File: config.mk
export PLATFORM = sky130hd
export DESIGN_NAME = mouseHost
export DESIGN_NICKNAME = d
export VERILOG_FILES = /design/src/rtl/ps2ProtocolPkg.sv /design/src/rtl/mouseDataPkg.sv /design/src/rtl/mouseHost.sv /design/src/rtl/mousePacketAssembler.sv /design/src/rtl/mouseInitSequencer.sv
export SDC_FILE = /design/constraint.sdc
export NUM_CORES = 1
export LEC_CHECK = 0
export BUFFER_PORTS_ARGS = -buffer_cell sky130_fd_sc_hd__buf_4
export CELL_PAD_IN_SITES_DETAIL_PLACEMENT = 2
export CELL_PAD_IN_SITES_GLOBAL_PLACEMENT = 2
export CORE_ASPECT_RATIO = 1.5
export CORE_MARGIN = 2
export CORE_UTILIZATION = 38
export CTS_CLUSTER_DIAMETER = 80
export DETAILED_ROUTE_END_ITERATION = 8
export PLACE_DENSITY = 0.77
export SYNTH_ARGS = -nofsm -noshare
export SYNTH_HDL_FRONTEND = slang
export SYNTH_HIERARCHICAL = 1
export SYNTH_SLANG_ARGS = --single-unit
File: constraint.sdc
create_clock -name CLK -period 3.75 [get_ports CLK]
set_clock_uncertainty 0.1 [all_clocks]
set_input_delay 0.75 -clock CLK [delete_from_list [all_inputs] [get_ports CLK]]
set_output_delay 0.75 -clock CLK [all_outputs]
set_load 0.03 [all_outputs]
File: src/rtl/ps2ProtocolPkg.sv
package ps2ProtocolPkg;

    //////////////////////////////////////////////////
    // Basic protocol types
    //////////////////////////////////////////////////

    // One byte on the PS/2 wire
    typedef logic [7:0] ps2Byte;

    // Receiver error code, zero for a clean byte
    typedef logic [1:0] rxErrorCode;

    //////////////////////////////////////////////////
    // Host to mouse commands
    //////////////////////////////////////////////////

    // Full mouse reset, answered by ACK, self-test pass and ID
    localparam ps2Byte CMD_RESET            = 8'hFF;
    // Next byte sent is the sample rate
    localparam ps2Byte CMD_SET_SAMPLE_RATE  = 8'hF3;
    // Answered by ACK and then the device ID
    localparam ps2Byte CMD_GET_DEVICE_ID    = 8'hF2;
    // Mouse starts streaming movement packets
    localparam ps2Byte CMD_ENABLE_REPORTING = 8'hF4;

    // Magic rate sequence 200, 100, 80
    // Unlocks the scroll wheel on wheel mice
    localparam ps2Byte WHEEL_RATE_FIRST     = 8'hC8;
    localparam ps2Byte WHEEL_RATE_SECOND    = 8'h64;
    localparam ps2Byte WHEEL_RATE_THIRD     = 8'h50;

    //////////////////////////////////////////////////
    // Mouse to host replies
    //////////////////////////////////////////////////

    // Command acknowledge
    localparam ps2Byte REPLY_ACK            = 8'hFA;
    // Sent after the reset self-test
    localparam ps2Byte REPLY_SELF_TEST_PASS = 8'hAA;

    // Device IDs
    // Plain mouse sends 3 byte packets
    localparam ps2Byte ID_STANDARD          = 8'h00;
    // Wheel mouse adds a dz byte
    localparam ps2Byte ID_WHEEL             = 8'h03;

endpackage
File: src/rtl/mouseDataPkg.sv
package mouseDataPkg;

    //////////////////////////////////////////////////
    // Link level bundles
    //////////////////////////////////////////////////

    // Byte handed over by the receiver
    typedef struct packed {
        // Single cycle strobe
        logic                       ready;
        ps2ProtocolPkg::rxErrorCode errorCode;
        ps2ProtocolPkg::ps2Byte     data;
    } rxByte;

    // Byte handed to the transmitter
    typedef struct packed {
        // Single cycle strobe, no back-pressure
        logic                   send;
        ps2ProtocolPkg::ps2Byte data;
    } txRequest;

    //////////////////////////////////////////////////
    // Movement data
    //////////////////////////////////////////////////

    // Fields in wire order
    typedef struct packed {
        ps2ProtocolPkg::ps2Byte status;
        ps2ProtocolPkg::ps2Byte dx;
        ps2ProtocolPkg::ps2Byte dy;
        // Zero for a plain mouse
        ps2ProtocolPkg::ps2Byte dz;
    } movementPacket;

endpackage

File: src/rtl/mouseHost.sv
module mouseHost #(
    parameter int unsigned powerUpCycles = 1000000
) (
    input  logic                        CLK,
    input  logic                        RESET,
    input  logic                        byteSent,
    input  mouseDataPkg::rxByte         rx,
    output mouseDataPkg::txRequest      tx,
    output logic                        readEnable,
    output mouseDataPkg::movementPacket packet,
    output logic                        packetStrobe,
    output logic                        linkUp,
    output logic                        wheelPresent
);

    // Read enable shares
    logic seqReadEnable;
    logic asmReadEnable;
    // Streaming error back to the setup side
    logic restart;

    //////////////////////////////////////////////////
    // Setup phase
    //////////////////////////////////////////////////

    mouseInitSequencer #(
        .powerUpCycles (powerUpCycles)
    ) initSequencer (
        .CLK          (CLK),
        .RESET        (RESET),
        .byteSent     (byteSent),
        .rx           (rx),
        .restart      (restart),
        .tx           (tx),
        .readEnable   (seqReadEnable),
        .linkUp       (linkUp),
        .wheelPresent (wheelPresent)
    );

    //////////////////////////////////////////////////
    // Streaming phase
    //////////////////////////////////////////////////

    mousePacketAssembler packetAssembler (
        .CLK          (CLK),
        .RESET        (RESET),
        .linkUp       (linkUp),
        .wheelPresent (wheelPresent),
        .rx           (rx),
        .readEnable   (asmReadEnable),
        .restart      (restart),
        .packet       (packet),
        .packetStrobe (packetStrobe)
    );

    // Phases never overlap, so a plain OR is enough
    assign readEnable = seqReadEnable | asmReadEnable;

endmodule

File: src/rtl/mousePacketAssembler.sv
module mousePacketAssembler (
    input  logic                        CLK,
    input  logic                        RESET,
    input  logic                        linkUp,
    input  logic                        wheelPresent,
    input  mouseDataPkg::rxByte         rx,
    output logic                        readEnable,
    output logic                        restart,
    output mouseDataPkg::movementPacket packet,
    output logic                        packetStrobe
);

    // Position of the next byte within the packet
    typedef enum logic [1:0] {
        byteStatus,
        byteDx,
        byteDy,
        byteDz
    } bytePosition;

    bytePosition                 position;
    mouseDataPkg::movementPacket shadow;
    mouseDataPkg::movementPacket completed;
    logic                        byteClean;
    logic                        byteError;
    logic                        lastByte;

    // Always listening once the link is up
    assign readEnable = linkUp;

    assign byteClean = linkUp && rx.ready &&
                       (rx.errorCode == ps2ProtocolPkg::rxErrorCode'(0));
    assign byteError = linkUp && rx.ready &&
                       (rx.errorCode != ps2ProtocolPkg::rxErrorCode'(0));

    // Sequencer drops linkUp on this strobe
    assign restart = byteError;

    // Plain mouse ends on dy, wheel mouse on dz
    assign lastByte = (position == byteDz) || ((position == byteDy) && !wheelPresent);

    //////////////////////////////////////////////////
    // Byte position tracking
    //////////////////////////////////////////////////

    always_ff @(posedge CLK) begin
        if (RESET || !linkUp || byteError) begin
            position <= byteStatus;
        end else if (byteClean) begin
            position <= lastByte ? byteStatus : bytePosition'(position + 2'd1);
        end
    end

    //////////////////////////////////////////////////
    // Packet capture
    //////////////////////////////////////////////////

    always_ff @(posedge CLK) begin
        if (byteClean) begin
            case (position)
                byteStatus: shadow.status <= rx.data;
                byteDx:     shadow.dx     <= rx.data;
                byteDy:     shadow.dy     <= rx.data;
                default:    shadow.dz     <= rx.data;
            endcase
        end
    end

    // Shadow plus the byte arriving now
    always_comb begin
        completed = shadow;
        if (position == byteDy) begin
            completed.dy = rx.data;
            completed.dz = ps2ProtocolPkg::ps2Byte'(0);
        end else begin
            completed.dz = rx.data;
        end
    end

    // Output updates one cycle after the last byte
    always_ff @(posedge CLK) begin
        if (byteClean && lastByte) begin
            packet <= completed;
        end
    end

    always_ff @(posedge CLK) begin
        if (RESET) begin
            packetStrobe <= 1'b0;
        end else begin
            packetStrobe <= byteClean && lastByte;
        end
    end

endmodule

File: src/rtl/mouseInitSequencer.sv
module mouseInitSequencer #(
    parameter int unsigned powerUpCycles = 1000000
) (
    input  logic                   CLK,
    input  logic                   RESET,
    input  logic                   byteSent,
    input  mouseDataPkg::rxByte    rx,
    input  logic                   restart,
    output mouseDataPkg::txRequest tx,
    output logic                   readEnable,
    output logic                   linkUp,
    output logic                   wheelPresent
);

    localparam int countWidth = $clog2(powerUpCycles + 1);
    // Script positions with more than one reply
    localparam logic [3:0] resetStep = 4'd0;
    localparam logic [3:0] idStep    = 4'd7;
    localparam logic [3:0] lastStep  = 4'd8;

    typedef enum logic [2:0] {
        waitPowerUp,
        sendCommand,
        waitSent,
        waitReply,
        linked
    } seqState;

    seqState               state;
    logic [countWidth-1:0] waitCount;
    // Index into the command script
    logic [3:0]            step;
    // Reply number within the current step
    logic [1:0]            replyIndex;
    logic                  sendPulse;
    logic                  idReply;
    logic                  replyLast;
    logic                  dataOk;
    logic                  replyOk;
    logic                  abort;

    // Setup script, one byte per step
    function automatic ps2ProtocolPkg::ps2Byte scriptCommand(input logic [3:0] index);
        case (index)
            4'd0:    scriptCommand = ps2ProtocolPkg::CMD_RESET;
            4'd2:    scriptCommand = ps2ProtocolPkg::WHEEL_RATE_FIRST;
            4'd4:    scriptCommand = ps2ProtocolPkg::WHEEL_RATE_SECOND;
            4'd6:    scriptCommand = ps2ProtocolPkg::WHEEL_RATE_THIRD;
            4'd7:    scriptCommand = ps2ProtocolPkg::CMD_GET_DEVICE_ID;
            4'd8:    scriptCommand = ps2ProtocolPkg::CMD_ENABLE_REPORTING;
            // Steps 1, 3 and 5 open a rate setting
            default: scriptCommand = ps2ProtocolPkg::CMD_SET_SAMPLE_RATE;
        endcase
    endfunction

    // Second reply of get device ID carries the ID
    assign idReply = (step == idStep) && (replyIndex == 2'd1);

    // Reset gets ACK, self-test and ID, get ID gets two, rest one
    always_comb begin
        replyLast = 1'b1;
        if (step == resetStep) begin
            replyLast = (replyIndex == 2'd2);
        end else if (step == idStep) begin
            replyLast = (replyIndex == 2'd1);
        end
    end

    // Reply check, any error code fails
    always_comb begin
        if (idReply) begin
            dataOk = (rx.data == ps2ProtocolPkg::ID_WHEEL) ||
                     (rx.data == ps2ProtocolPkg::ID_STANDARD);
        end else if (replyIndex == 2'd0) begin
            dataOk = (rx.data == ps2ProtocolPkg::REPLY_ACK);
        end else if (replyIndex == 2'd1) begin
            dataOk = (rx.data == ps2ProtocolPkg::REPLY_SELF_TEST_PASS);
        end else begin
            dataOk = (rx.data == ps2ProtocolPkg::ID_STANDARD);
        end
        replyOk = dataOk && (rx.errorCode == ps2ProtocolPkg::rxErrorCode'(0));
    end

    // Bad reply or streaming error restarts the whole script
    assign abort = restart || ((state == waitReply) && rx.ready && !replyOk);

    always_ff @(posedge CLK) begin
        if (RESET || abort) begin
            state        <= waitPowerUp;
            waitCount    <= '0;
            step         <= resetStep;
            replyIndex   <= '0;
            sendPulse    <= 1'b0;
            linkUp       <= 1'b0;
            wheelPresent <= 1'b0;
        end else begin
            sendPulse <= 1'b0;
            case (state)
                // Give the mouse time to power up
                waitPowerUp: begin
                    if (waitCount == countWidth'(powerUpCycles - 1)) begin
                        state     <= sendCommand;
                        waitCount <= '0;
                    end else begin
                        waitCount <= waitCount + 1'b1;
                    end
                end
                sendCommand: begin
                    sendPulse <= 1'b1;
                    state     <= waitSent;
                end
                waitSent: begin
                    if (byteSent) begin
                        state <= waitReply;
                    end
                end
                // Only clean, expected replies get here
                waitReply: begin
                    if (rx.ready) begin
                        if (idReply) begin
                            wheelPresent <= (rx.data == ps2ProtocolPkg::ID_WHEEL);
                        end
                        if (!replyLast) begin
                            replyIndex <= replyIndex + 1'b1;
                        end else if (step == lastStep) begin
                            state  <= linked;
                            linkUp <= 1'b1;
                        end else begin
                            step       <= step + 1'b1;
                            replyIndex <= '0;
                            state      <= sendCommand;
                        end
                    end
                end
                // Streaming, left only through restart
                linked: state <= linked;
                default: state <= waitPowerUp;
            endcase
        end
    end

    assign tx.send    = sendPulse;
    assign tx.data    = scriptCommand(step);
    assign readEnable = (state == waitReply);

endmodule

# ---- Word-level counts from Yosys, hierarchy flattened
# Index checks and enable logic that the tools add are counted.
dict set report totals {
  ff_bits 91
  elab_cells 95
  in_bits 14
  out_inout_bits 45
}
dict set report classes {
  n_mux 18
  reduce_logical 32
  n_bitwise 2
  eq_ne 23
  addsub 4
}
# cell count
set ops {}
lappend ops {{$pmux W8 S6} 1}
lappend ops {{$add A20 B1 Y20 const B} 1}
lappend ops {{$eq A20 B20 Y1 const B} 1}
lappend ops {{$mux W20} 1}
lappend ops {{$eq A8 B8 Y1 const B} 2}
lappend ops {{$mux W3} 5}
lappend ops {{$pmux W3 S5} 1}
lappend ops {{$eq A4 B3 Y1 const B} 3}
lappend ops {{$reduce_and A4 Y1} 3}
lappend ops {{$logic_and A1 B1 Y1} 9}
lappend ops {{$eq A8 B2 Y1 const B} 1}
lappend ops {{$logic_not A8 Y1} 1}
lappend ops {{$mux W8} 1}
lappend ops {{$eq A2 B2 Y1 const B} 3}
lappend ops {{$eq A3 B2 Y1 const B} 2}
lappend ops {{$logic_not A2 Y1} 3}
lappend ops {{$logic_or A1 B1 Y1} 6}
lappend ops {{$mux W1} 6}
lappend ops {{$mux W2} 3}
lappend ops {{$ne A2 B2 Y1 const B} 3}
lappend ops {{$reduce_and A3 Y1} 2}
lappend ops {{$add A2 B1 Y2 const B} 2}
lappend ops {{$add A4 B1 Y4 const B} 1}
lappend ops {{$eq A2 B1 Y1 const B} 2}
lappend ops {{12 further kinds} 16}

# ---- Longest topological paths before layout
# Gate-level depths: netlist of run 1.
dict set report logic_depth {
  word_depth 9
  ltp_mapped 7
  mapped_depth_nobuf 6
}

# ---- Cells and area by module
# Netlist of run 1, hierarchy kept.
# mod area_per_inst_um2 n_inst cells_each
set modules_own_cells {}
lappend modules_own_cells {mousePacketAssembler 2095.8 1 102}
lappend modules_own_cells {mouseInitSequencer 1929.4 1 235}
lappend modules_own_cells {mouseHost 6.3 1 1}

# ---- Least setup slack after synthesis of run 1
# Ideal clock, no wire load.
dict set report synth_timing {
  kind {input -> register}
  startpoint {in rx[8] (netlist bit)}
  endpoint {reg packetAssembler/packet[0] (netlist name)}
  slack_ns 0.834
  arrival_ns 2.395
  n_path_buf 0
  setup_ns 0.421
  stages 2
  path_cell_list {nand4bb_4 nor2_1}
}
dict set report synth_via {
  elab_chain_cells 3
}
# element line
set synth_lines {}
lappend synth_lines {{start, declared} mouseHost.sv:7} ;# input mouseDataPkg::rxByte rx,
lappend synth_lines {{$logic_not A2 Y1} mousePacketAssembler.sv:32} ;# (rx.errorCode == ps2ProtocolPkg::rxErrorCode'(0));
lappend synth_lines {{$logic_and A1 B1 Y1} mousePacketAssembler.sv:31} ;# assign byteClean = linkUp && rx.ready &&
lappend synth_lines {{$logic_and A1 B1 Y1} mousePacketAssembler.sv:82} ;# if (byteClean && lastByte) begin
# Every way passes these cells.
# A chain may end at the register's enable or synchronous reset.

# ---- Final worst setup path of run 1
dict set report layout_timing {
  startpoint {in rx[9] (netlist bit)}
  endpoint {reg initSequencer.waitCount[18]}
}
dict set report layout_via {
  word_cells_on_any_way 8
  cone_classes {reduce/logical: 8}
}
# element line
set layout_lines {}
lappend layout_lines {{$reduce_bool A2 Y1} mousePacketAssembler.sv:34} ;# (rx.errorCode != ps2ProtocolPkg::rxErrorCode'(0));
lappend layout_lines {{$logic_and A1 B1 Y1} mousePacketAssembler.sv:33} ;# assign byteError = linkUp && rx.ready &&
lappend layout_lines {{via restart} mouseHost.sv:20} ;# logic restart;
lappend layout_lines {{$logic_or A1 B1 Y1} mouseInitSequencer.sv:85} ;# assign abort = restart || ((state == waitReply) && rx.ready && !replyOk);
lappend layout_lines {{$logic_or A1 B1 Y1} mouseInitSequencer.sv:88} ;# if (RESET || abort) begin
lappend layout_lines {{end signal, assigned} mouseInitSequencer.sv:105} ;# waitCount <= waitCount + 1'b1;
lappend layout_lines {{end, declared} mouseInitSequencer.sv:30} ;# logic [countWidth-1:0] waitCount;
# The timed path passes the listed nets, and every way through them passes these cells.

==> results.txt, run 1 <==
The max-slew violation count is 0. The core region area is 0.0105 sq mm. The remaining number of nets flagged by the antenna check after routing came out at 0. After detailed placement, the total cell area comes to 0.00457 sq mm. The net count of the mapped netlist came out at 364. The most common library cell in the layout ignoring fill and taps is sky130_fd_sc_hd__buf_4.

The total of fill cells in the finished design came out at 1076. The number of endpoints failing setup at the final stage came out at 0. The number of antenna violations at the first check in global routing is 0. The startpoint-to-endpoint class of the critical path is in -> reg. The global-route wire length before repair came out at 16900 microns. The number of buffers inserted by post-CTS setup repair came out at 0. The deepest clock path buffer count came out at 2.

Port buffering added 57 buffers. The wire length reported by the detailed router is 10600 microns. In the synthesized netlist the dominant register cell turns out to be sky130_fd_sc_hd__edfxtp_1. The estimated wirelength of the detail-placed design came out at 8030 microns. The CTS clock-pin slew for the worst setup and hold paths is 0.07 ns. The clock tree synthesis step divided the H-tree into 3 levels. The combined buffer and inverter count along the critical path came out at 2. The via count came out at 2913. The die is 88.1 microns wide.

The arrival time at the worst endpoint came out at 2.99 ns. The timing-limited maximum frequency came out at 352 MHz. The I/O pin count is 59. The final cell count without fillers came out at ~540. The number of instances resized during post-cts repair is 0. The total of flip-flops plus latches after synthesis came out at 91.

The pre-antenna-repair detailed-routing pass consisted of 4 iterations. The average instance area after synthesis came out at 11.9 sq um. For this run, asynchronously set or reset flops after synthesis account for 0. Setup repair after global routing left no endpoint under its margin. The detail-routed via count per cell came out at 5.38. The final antenna diode count is 0. By instance count, the cell type seen most on the critical path is sky130_fd_sc_hd__buf_4. The number of endpoints with negative hold slack in the final report came to 0. The worst slew margin relative to its limit is 0.362. From bottom edge to top edge, the die measures 130 microns. Counting I/O delays and the setup requirement, the final critical path takes around 2.8 ns. For the pin with the worst max-slew slack, the measured transition is 0.954 ns. The netlist area before placement is 0.00403 sq mm.

The number of enable flip-flop cells after synthesis is 56. The fraction of the yosys area taken by sequential cells came out at 0.591. At the end of the flow the core is filled with cells to 0.463. The wire length per cell came out at 19.5 microns.

The congestion estimate from routability-driven global placement came to 0.786. The initialized floorplan defines 46 standard-cell rows. The global-route total usage across every layer is 0.194.

The data required time at the worst endpoint is 3.90 ns. The effective utilization at floorplan is 0.385. The worst setup path is launched from an input pin. The yosys synthesis warning count is 6. The critical path goes through buf_4, o21ai_0, nor2_1, or3_1, a2111oi_0, a211oi_2, buf_4, a211oi_1.

The worst setup path is captured at a flip-flop. Summed over all cells, the static leakage comes to 1.55 nW. Compared with the post-synthesis result, the final layout area differs by 20.4%. The flow ran to the end, and the final reports show no timing, DRC or antenna violations. The final period utilization is 0.758. The DRC violation total after the first TritonRoute iteration came out at 87.

The largest voltage drop on the vdd net is 0.221 mV. The cell count after placement is 525. The tree is rooted in a sky130_fd_sc_hd__clkbuf_16. The hold-fix buffer count after cts came out at 0. The share of post-route cells with drive strength above 1 is 0.234. The final global-route overflow total came out at 0. TritonCTS created 9 clock buffers. Dividing total power by cell area gives a power density of 407 mW/mm^2. For this run, the slowest stage of the critical path takes 0.51 ns. The clock reaches the later pin of the worst-skew pair after between 0.3 and 0.4 ns. The die footprint came out at 0.0115 sq mm.

The gate count of the mapped netlist is 338. The aggregate negative setup slack is 0 ns. The number of clock sinks seen by CTS came out at 91.

The via count of the first global-routing pass is 3203. The biggest fanout along the worst timing path came out at 20. The final-stage net count is 418. After synthesis, the netlist uses 55 different library cells. The maximum number of pins on one net before global-route repair is 33. The max-capacitance violation count is 0. Leaving out fill and tap cells, the most frequent cells in the layout are sky130_fd_sc_hd__buf_4 (61), sky130_fd_sc_hd__edfxtp_1 (56), sky130_fd_sc_hd__dfxtp_1 (35). The DRC violation count after routing is 0. The cell with the largest stage delay on the worst path is sky130_fd_sc_hd__a2111oi_0. The cell family contributing the most delay on the critical path is compound AO/OA/AOI/OAI gates. In this run the worst hold path is classified as reg -> reg. Once layout is done, the placed cells without fillers occupy 0.00485 sq mm. TritonCTS built the clock tree.
-- registers in the layout, summed over array words and instances, names as in the netlist --
signal                        count
initSequencer/linkUp              1
initSequencer/replyIndex          2
initSequencer/sendPulse           1
initSequencer/state               3
initSequencer/step                4
initSequencer/waitCount          20
initSequencer/wheelPresent        1
packetAssembler/completed        16
packetAssembler/packet           32
packetAssembler/packetStrobe      1
packetAssembler/position          2
packetAssembler/shadow            8
-- worst reg2reg max path, stage by stage (launching register included) --
cell and delay (ns):
sky130_fd_sc_hd__dfxtp_1 0.36, sky130_fd_sc_hd__inv_1 0.09, sky130_fd_sc_hd__ha_1 0.24, sky130_fd_sc_hd__or4b_2 0.61, sky130_fd_sc_hd__a2111oi_0 0.54, sky130_fd_sc_hd__a211oi_2 0.25, sky130_fd_sc_hd__buf_4 0.29, sky130_fd_sc_hd__a211oi_1 0.25
-- path summary, 6_finish.rpt --
kind | from | depth (start not counted) | endpoint | slack [ns]
worst max-delay path | rx[9] | 8 | initSequencer/waitCount[18] | 0.91
worst min-delay path | packetAssembler/completed[17] | 0 | packetAssembler/packet[17] | 0.32
worst max register to register | initSequencer/replyIndex[0] | 7 | initSequencer/waitCount[18] | 0.92
worst min register to register | packetAssembler/completed[17] | 0 | packetAssembler/packet[17] | 0.32
-- cells in the mapped netlist, drive strengths merged (4+ instances only) --
master  instances  area (sq um)
a211oi         17           128
a21oi           4          20.0
buf             9          76.3
clkbuf          9          33.8
dfxtp          35           701
edfxtp         56          1680
ha             12           150
inv            12          45.0
mux2            8          90.1
nand2          19          71.3
nand3          10          50.1
nand4          10          62.6
nor2           16          60.1
nor2b          10          70.1
nor3           18          90.1
nor4            6          37.5
o21ai          11          55.1
o31ai           4          30.0
or3             9          61.3
or4             9          67.6
xnor2           4          35.0
xor2            7          61.3
-- kinds of logic after synthesis --
logic type / synth area share
compound gates: 0.0916
xor+xnor: 0.0239
fa+ha+maj: 0.0372
buf+inv: 0.0385
flops: 0.591
mux: 0.0223
other cells: 0.000930
simple gates: 0.195
-- metal layers --
metal,GRT usage,vias up,part of all wire
met5,0,-,0
met4,0.0686,0,0.018
met3,0.0342,14,0.032
met2,0.375,55,0.57
met1,0.207,1455,0.38
li1,-,1389,-
-- report_power, final --
part	leakage [nW]	switching, mW	internal [mW]
Clock	0.135	0.402	0.461
Sequential	0.731	0.00434	1.06
Combinational	0.681	0.0289	0.0205
Total	1.55	0.436	1.54
-- metrics by stage --
step / hold slack, ns / total power, mW / worst slack [ns]
after floorplan: 0.300 / 1.10 / 0.834
after global placement: 0.303 / 1.13 / 0.665
after detailed placement: 0.311 / 1.13 / 0.571
after CTS: 0.325 / 2.00 / 0.886
after global routing: 0.335 / 2.04 / 0.676
final: 0.322 / 1.97 / 0.909
-- cell type report --
cell class | instances | area [sq um] | share of cell area
clock inverter | 7 | 61.3 | 0.0126
tap | 144 | 180 | 0.0371
sequential | 91 | 2380 | 0.491
clock buffer | 9 | 225 | 0.0464
timing repair buffer | 61 | 458 | 0.0944
multi-input combinational | 217 | 1500 | 0.309
inverter | 12 | 45.0 | 0.00928
Note: power is estimated with default switching activity, not from simulation.
==> inputs of run 2 (changes only) <==
--- a/config.mk
+++ b/config.mk
@@ -10,10 +10,10 @@
 export CELL_PAD_IN_SITES_GLOBAL_PLACEMENT = 2
 export CORE_ASPECT_RATIO = 1.5
 export CORE_MARGIN = 2
-export CORE_UTILIZATION = 38
+export CORE_UTILIZATION = 34
 export CTS_CLUSTER_DIAMETER = 80
 export DETAILED_ROUTE_END_ITERATION = 8
-export PLACE_DENSITY = 0.77
+export PLACE_DENSITY = 0.73
 export SYNTH_ARGS = -nofsm -noshare
 export SYNTH_HDL_FRONTEND = slang
 export SYNTH_HIERARCHICAL = 1
==> constraint.sdc (replaced) <==
create_clock -name CLK -period 2.5 [get_ports CLK]
set_clock_uncertainty 0.1 [all_clocks]
set_input_delay 0.5 -clock CLK [delete_from_list [all_inputs] [get_ports CLK]]
set_output_delay 0.5 -clock CLK [all_outputs]
set_load 0.03 [all_outputs]
==> run 2 against run 1 <==
Sequential share of layout area shrank 3.1 points. Setup slack got worse by 0.77 ns. Combinational power grew 110%. Design area grew 6.8%. Worst hold slack lost 0.039 ns. Highest routed layer unchanged.
==> results.txt, run 2 (synthesis results as in run 1) <==
The via count is 3067. The count of port buffers added during placement came out at 57. The die span in x is 92.9 microns. The global-route wire length before repair came out at 18200 microns. The worst hold path depth is 2.

The final critical path time including I/O delays and setup came out at 2.36 ns. The final weighted congestion of routability-driven global placement came out at between 0.7 and 0.8. Leaving out fill and tap cells, the most frequent cell in the layout is sky130_fd_sc_hd__buf_4. After clock tree synthesis, the clock-pin slew on the worst setup and hold paths is 0.07 ns. Summing all flip-flop and latch instances after layout gives roughly 0.0024 sq mm. The clock root buffer master is sky130_fd_sc_hd__clkbuf_16. The remaining number of nets flagged by the antenna check after routing came out at 0. The first detailed-routing pass ran for 4 iterations.

The startpoint identified for the worst hold timing path is RESET. The logic depth of the worst register-to-register path is 8. Setup repair after global routing left no endpoint under its margin.

The worst setup path is of the reg -> out kind. The number of CTS-inserted buffers is 9. The number of endpoints failing setup at the final stage came out at 0. The TritonCTS clock tree is done.

In this run the worst setup path begins at initSequencer/step[0]. The worst-skew pair later-pin latency came out at 0.34 ns. After floorplanning, the core was divided into 48 placement rows. Dividing the detail-routed wire length by the instance count gives 19.8 microns. The startpoint kind of the worst setup timing path is a flip-flop. The final period utilization is 0.943. Ranked by flip-flop count, first place goes to packetAssembler/packet. The final-stage net count came out at 450.

In this run the static leakage power is 1.73 nW. The I/O pin count is 59. The number of antenna violations at the first check in global routing came out at 0.

0 antenna diodes ended up in the layout. After global routing the overflow that remains totals 0. The type of the most critical hold path is in -> reg. STA puts the critical path data required time at around 1.9 ns.

Entering global routing, the biggest net connects 33 pins. In the routed design, unresolved DRC markers number 0. The clock drives 91 sinks. For this block, the routed nets add up to about 11000 microns of wire.

The largest voltage drop on the vdd net is around 0.32 mV. The share of post-route cells with drive strength above 1 came out at 0.305. The run finished with clean final reports. The net switching power is 0.675 mW. The max-slew violation count came to 0. The DRC violation total after the first TritonRoute iteration is 198.

In the layout the commonest cells are sky130_fd_sc_hd__buf_4 (90), sky130_fd_sc_hd__edfxtp_1 (56), sky130_fd_sc_hd__dfxtp_1 (32). The path with the worst hold slack has its endpoint at initSequencer/sendPulse. The via count of the first global-routing pass is 3303. For this configuration, the core starts out at a cell density of 0.350. The internal power summed over all cells is 2.33 mW. The share of total power in sequential cells came out at 0.529. The signed area change from the synthesized netlist to the final layout came out at 28.6%.

The setup slack on the worst flop-to-flop path came out at roughly 0.15 ns. In this run the critical register-to-register path is captured at initSequencer/step[0]. The number of levels the H-tree was split into came out at 3. The combinational cell fraction of total power came out at 0.035.

Once detailed placement completed, the half-perimeter wirelength came to 8370 microns. The number of endpoints with negative hold slack in the final report is 0. Of the total power, the share spent switching nets is 0.225. The areal power density over the cells is just under 600 mW/mm^2. The arrival time at the worst endpoint is 1.76 ns. The multi-input logic area is ~0.0015 sq mm. On the final layout, the worst hold slack is around 0.28 ns. The worst setup margin came out at ~0.14 ns.

The total of fill cells in the finished design is around 1200. The timing-limited maximum frequency is 424 MHz. STA classifies the critical path endpoint as an output port. The number of flip-flops under the largest register name came out at 32.

The proportion of power drawn by the clock network came out at 0.436. The pre-CTS worst setup slack came out at -0.192 ns. The reg-to-reg critical path startpoint is initSequencer/replyIndex[0]. The global-route total usage across every layer came out at 0.189. The max-capacitance violation count is 0. The actual transition at the worst max-transition pin came out at 0.518 ns.

Counting along the longest clock path gives a buffer depth of 2. Dividing the detail-routed via count by the number of cells gives around 5.3. The die footprint came out at 0.0128 sq mm. The biggest fanout along the worst timing path is 9. The vertical extent of the die came out at 137 microns. The core region is 0.0115 sq mm. Headroom to the max-slew limit came out at 0.653.
## run 2: cell count changes in the layout (fill, tap and decap cells not counted), moves of 2 or more
cell                       before  now
sky130_fd_sc_hd__ha_1          12   10
sky130_fd_sc_hd__dfxtp_1       35   32
sky130_fd_sc_hd__ha_2           0    2
sky130_fd_sc_hd__dfxtp_2        0    3
sky130_fd_sc_hd__buf_4         61   90
sky130_fd_sc_hd__clkinv_4       2    0
## run 2: area by class of cell
type                            count  area share
Inverter                           12     0.00869
Clock inverter                      6      0.0106
Clock buffer                       10      0.0442
Sequential cell                    91       0.460
Tap cell                          150      0.0362
Timing Repair Buffer               93       0.143
Multi-Input combinational cell    217       0.298
## run 2: through the flow
| step | power [mW] | util | instances | cell area, sq um | TNS [ns] |
|---|---|---|---|---|---|
| after floorplan | 1.66 | - | 338 | 4030 | 0 |
| after global placement | 1.71 | 0.417 | 561 | 4810 | -0.562 |
| after detailed placement | 1.72 | 0.417 | 561 | 4810 | -3.49 |
| after CTS | 3.04 | 0.448 | 579 | 5160 | 0 |
| after global routing | 3.11 | 0.450 | 579 | 5180 | 0 |
| final | 3.01 | 0.450 | 579 | 5180 | 0 |
## run 2: worst max path at each step
stage / end / slack (ns)
floorplan: tx[1] / 0.16
finish: tx[1] / 0.14
detailed placement: initSequencer/waitCount[12] / -0.19
global placement: initSequencer/state[1] / -0.06
CTS: initSequencer/state[2] / 0.007
global route: initSequencer/waitCount[3] / 0.03
## run 2: what timing repair did
action	CTS	global route
hold buffers	0	0
buffers inserted	0	0
endpoints found under the setup margin	31	20
gates resized for setup	4	7
cloned	2	0
pin swaps	0	3
## run 2: power groups by stage
stage	combinational (mW)	clock (mW)	sequential [mW]
finish	0.105	1.31	1.59
CTS	0.104	1.35	1.59
detailed placement	0.0912	0	1.63
floorplan	0.0332	0	1.62
global route	0.115	1.41	1.59
global placement	0.0876	0	1.62
## run 2: critical path: stages, from the launching register on
cell and delay, ns:
sky130_fd_sc_hd__dfxtp_2 0.34, sky130_fd_sc_hd__inv_1 0.10, sky130_fd_sc_hd__ha_2 0.26, sky130_fd_sc_hd__and3b_1 0.29, sky130_fd_sc_hd__nor2_1 0.10, sky130_fd_sc_hd__a21o_1 0.16, sky130_fd_sc_hd__buf_4 0.16
## run 2: metal layers
metal	track usage	part of all wire	vias to the layer above
li1	-	-	1450
met1	0.202	0.39	1538
met2	0.366	0.57	63
met3	0.0306	0.028	16
met4	0.0703	0.015	0
met5	0	0	-
==> inputs of run 3 (changes only) <==
--- a/config.mk
+++ b/config.mk
@@ -5,15 +5,16 @@
 export SDC_FILE = /design/constraint.sdc
 export NUM_CORES = 1
 export LEC_CHECK = 0
+export ABC_AREA = 1
 export BUFFER_PORTS_ARGS = -buffer_cell sky130_fd_sc_hd__buf_4
 export CELL_PAD_IN_SITES_DETAIL_PLACEMENT = 2
 export CELL_PAD_IN_SITES_GLOBAL_PLACEMENT = 2
 export CORE_ASPECT_RATIO = 1.5
 export CORE_MARGIN = 2
-export CORE_UTILIZATION = 34
+export CORE_UTILIZATION = 31
 export CTS_CLUSTER_DIAMETER = 80
 export DETAILED_ROUTE_END_ITERATION = 8
-export PLACE_DENSITY = 0.73
+export PLACE_DENSITY = 0.72
 export SYNTH_ARGS = -nofsm -noshare
 export SYNTH_HDL_FRONTEND = slang
 export SYNTH_HIERARCHICAL = 1
==> run 3 against run 2 <==
Register-to-register slack better by 0.49 ns. Utilization down 6.2 points. Sequential share of layout area shrank 0.37 points. Wire length is 2.8% higher. Die area grew 16%. Clock power grew 13%. Largest power group unchanged.
==> results.txt, run 3 <==
The flow ran to the end, and the final reports show no timing, DRC or antenna violations. The total iterations of the first detailed-routing run is 4. The core region area is 0.0135 sq mm. The detail-routed via count per cell came out at 4.75.

The count of port buffers added during placement is 57. The count of unique library cells instantiated by Yosys is 32. The combined buffer and inverter count along the critical path came out at 2. The final weighted congestion of routability-driven global placement came out at 0.787. The arrival time at the worst endpoint came out at 1.73 ns.

The biggest fanout along the worst timing path came out at 4. The number of flip-flops under the largest register name came out at 32. The fraction of the yosys area taken by sequential cells came out at 0.557.

The die span in x is 99.9 microns. In the final timing run, aggregate negative setup slack is 0 ns. The biggest cell delay along the critical path came out at about 0.38 ns.

The max-capacitance violation count came out at 0. The gate family responsible for the most delay along the worst path is flip-flops. Leaving out fill and tap cells, the most frequent cell in the layout is sky130_fd_sc_hd__nor2_1. The final period utilization is 0.931. The number of levels the H-tree was split into is 3. In the final layout, the share of cells above drive strength 1 is 0.199. The proportion of power drawn by the clock network is 0.470. sky130_fd_sc_hd__edfxtp_1 takes more of the synthesized area than any other cell.

The multi-input logic area came out at 0.00156 sq mm. Setup repair after global routing left no endpoint under its margin. The root buffer cell chosen for the clock tree is sky130_fd_sc_hd__clkbuf_16. The number of endpoints with negative hold slack in the final report came out at 0.

The critical path is of the reg -> out type. The final-stage net count is 570. The combinational cell fraction of total power is 0.026.

Walking the worst path, the cells encountered are inv_2, ha_1, o21ai_1, nand3_2, nand3_1, buf_4. Leaving out fill and tap cells, the most frequent cells in the layout are sky130_fd_sc_hd__nor2_1 (85), sky130_fd_sc_hd__nand2_1 (80), sky130_fd_sc_hd__inv_1 (69). The timing-limited maximum frequency came out at roughly 430 MHz. The via count is 3375. The number of CTS-inserted buffers came out at 9. The static leakage power is about 2.1 nW. The max-slew violation count is 0. Clock-pin slew was measured on the worst setup and hold paths at about 0.070 ns.

Among all flip-flop cells after synthesis, the most frequent one is sky130_fd_sc_hd__edfxtp_1. For this run, asynchronously set or reset flops after synthesis account for 0. Summed over all nets, the switching power comes to between 0.6 and 0.7 mW. The die footprint is 0.0148 sq mm. After the flow finishes, the layout carries non-filler instances totaling 711.

The power consumption is between 3 and 4 mW. The average instance area after synthesis came out at ~8.9 sq um. The DRC violation count after routing is 0. The remaining number of nets flagged by the antenna check after routing is 0. The floorplan has 52 rows. The share of total power in sequential cells is 0.504. Yosys attributes the largest share of cell area to sky130_fd_sc_hd__edfxtp_1 (39%), sky130_fd_sc_hd__dfxtp_1 (16%), sky130_fd_sc_hd__nor2_1 (7.5%). The fraction of synthesized cell area taken by the top area cell type came out at 0.393. The gate count of the mapped netlist is 481. The net count of the mapped netlist came out at slightly above 500.

The total of flip-flops plus latches after synthesis came out at 91. Detailed placement finished with a half-perimeter wire length of 9020 microns. Dividing the detail-routed wire length by the instance count gives 16.6 microns. The startpoint kind of the worst setup timing path is a flip-flop. The final critical path time including I/O delays and setup came out at 2.33 ns. The via count of the first global-routing pass came out at 3753. Counting instances in the post-synthesis netlist gives the leading cell types as sky130_fd_sc_hd__nor2_1 (86), sky130_fd_sc_hd__nand2_1 (80), sky130_fd_sc_hd__inv_1 (70). In this run the power density over the cells is 604 mW/mm^2.

Ranked by flip-flop count, first place goes to packetAssembler/packet. The yosys synthesis warning count came out at 6. The signed area change from the synthesized netlist to the final layout is 22.0%.

The worst-skew pair later-pin latency came out at 0.34 ns. The effective utilization at floorplan came out at 0.318. Buffers added to address setup during post-CTS repair amount to 0. Counting along the longest clock path gives a buffer depth of 2. The final global-route overflow total is 0.

After clock tree synthesis, the flow added hold-fix buffers numbering 0. For this block, the initial DRC count from the detailed router was roughly 110. The cell count after placement is 695. The vertical extent of the die is 148 microns.

Cell internal power was estimated by the tool at 2.50 mW. The fraction of power spent switching nets came out at 0.207. STA puts the critical path data required time at 1.90 ns. Pin placement for this block handled 59 I/O pins. The cell with the largest stage delay on the worst path is sky130_fd_sc_hd__dfxtp_1. The layout has ~1500 filler cells. The netlist area before placement came out at 0.00428 sq mm. The combined flip-flop and latch cell area is 0.00238 sq mm. TritonCTS built the clock tree. The maximum number of pins on one net before global-route repair is 33.

The number of enable flip-flop cells after synthesis is 56. The global-route wire length before repair is 19300 microns. The tightest min-delay check is of the in -> reg type. The wire length reported by the detailed router is 11800 microns. The number of endpoints failing setup at the final stage is 0.

In the global route stage, overall resource usage came out at 0.168. The number of antenna violations at the first check in global routing is 0. The most frequent cell after synthesis is sky130_fd_sc_hd__nor2_1. The final antenna diode count came out at 0. The kind of end point of the critical path is an output port. The largest voltage drop on the vdd net came out at 0.353 mV. CTS saw 91 sinks.
## run 3: cell count changes after synthesis, moves of 10 or more
cell and delta:
sky130_fd_sc_hd__nand2_1 +61, sky130_fd_sc_hd__nor3_1 -10, sky130_fd_sc_hd__inv_1 +58, sky130_fd_sc_hd__nor2_1 +70
sky130_fd_sc_hd__a211oi_1 -17, sky130_fd_sc_hd__nand3_1 +33
## run 3: power by group through the flow
stage | combinational [mW] | sequential (mW) | clock (mW)
2_1_floorplan | 0.0437 | 1.62 | 0
3_3_place_gp | 0.0784 | 1.62 | 0
3_5_place_dp | 0.0822 | 1.62 | 0
4_1_cts | 0.0839 | 1.59 | 1.53
5_1_grt | 0.0923 | 1.59 | 1.60
6_report | 0.0819 | 1.59 | 1.48
## run 3: worst reg2reg max path, stage by stage (launching register included)
cell and delay (ns):
sky130_fd_sc_hd__dfxtp_1 0.35, sky130_fd_sc_hd__inv_1 0.14, sky130_fd_sc_hd__ha_1 0.24, sky130_fd_sc_hd__a21oi_1 0.16, sky130_fd_sc_hd__nor2_2 0.12, sky130_fd_sc_hd__buf_4 0.40
## run 3: cell type report
class	instances	area share
repair buffers	62	0.0892
flip-flops and latches	91	0.456
clock buffers	10	0.0439
inverters	76	0.0547
well taps	162	0.0388
multi-input cells	304	0.299
clock inverters	6	0.0182
## run 3: per-layer routing
metal  up-vias  global-route usage  share of wire
met5         -                   0              0
met4         0              0.0397         0.0099
met3         6              0.0331          0.026
met2        54               0.331           0.57
met1      1648               0.180           0.39
li1       1667                   -              -
## run 3: path summary, 6_finish.rpt
path              slack (ns)                     startpoint                      endpoint  cells past startpoint
setup / recovery        0.17          initSequencer/step[0]                         tx[7]                      6
hold / removal          0.25                          RESET  packetAssembler/packetStrobe                      2
setup reg to reg        0.64    packetAssembler/position[0]    packetAssembler/packet[27]                      5
hold reg to reg         0.32  packetAssembler/completed[28]    packetAssembler/packet[28]                      0
## run 3: through the flow
step                       util  area, sq um  hold slack [ns]  setup slack, ns
after global placement    0.362         4870            0.301            0.427
after detailed placement  0.362         4870            0.305            0.281
after floorplan               -         4280            0.300            0.284
after CTS                 0.386         5200            0.241           0.0396
after global routing      0.387         5220            0.244           0.0271
final                     0.387         5220            0.254            0.172
## run 3: logic make-up (layout without fill, tap and decap cells)
logic type	Yosys count	count (layout)	synth area share
other	1	1	0.000876
AOI/OAI and AO/OA	30	30	0.0377
DFF	91	91	0.557
adders and majority gates	12	12	0.0351
xor gates and xnor gates	10	10	0.0205
buffers and inverters	86	154	0.0848
and+or+nand+nor	251	251	0.264
## run 3: repair_timing
action / CTS / global route
pin swaps: 0 / 0
cloned: 0 / 0
resized for setup: 3 / 3
endpoints found under the setup margin: 4 / 4
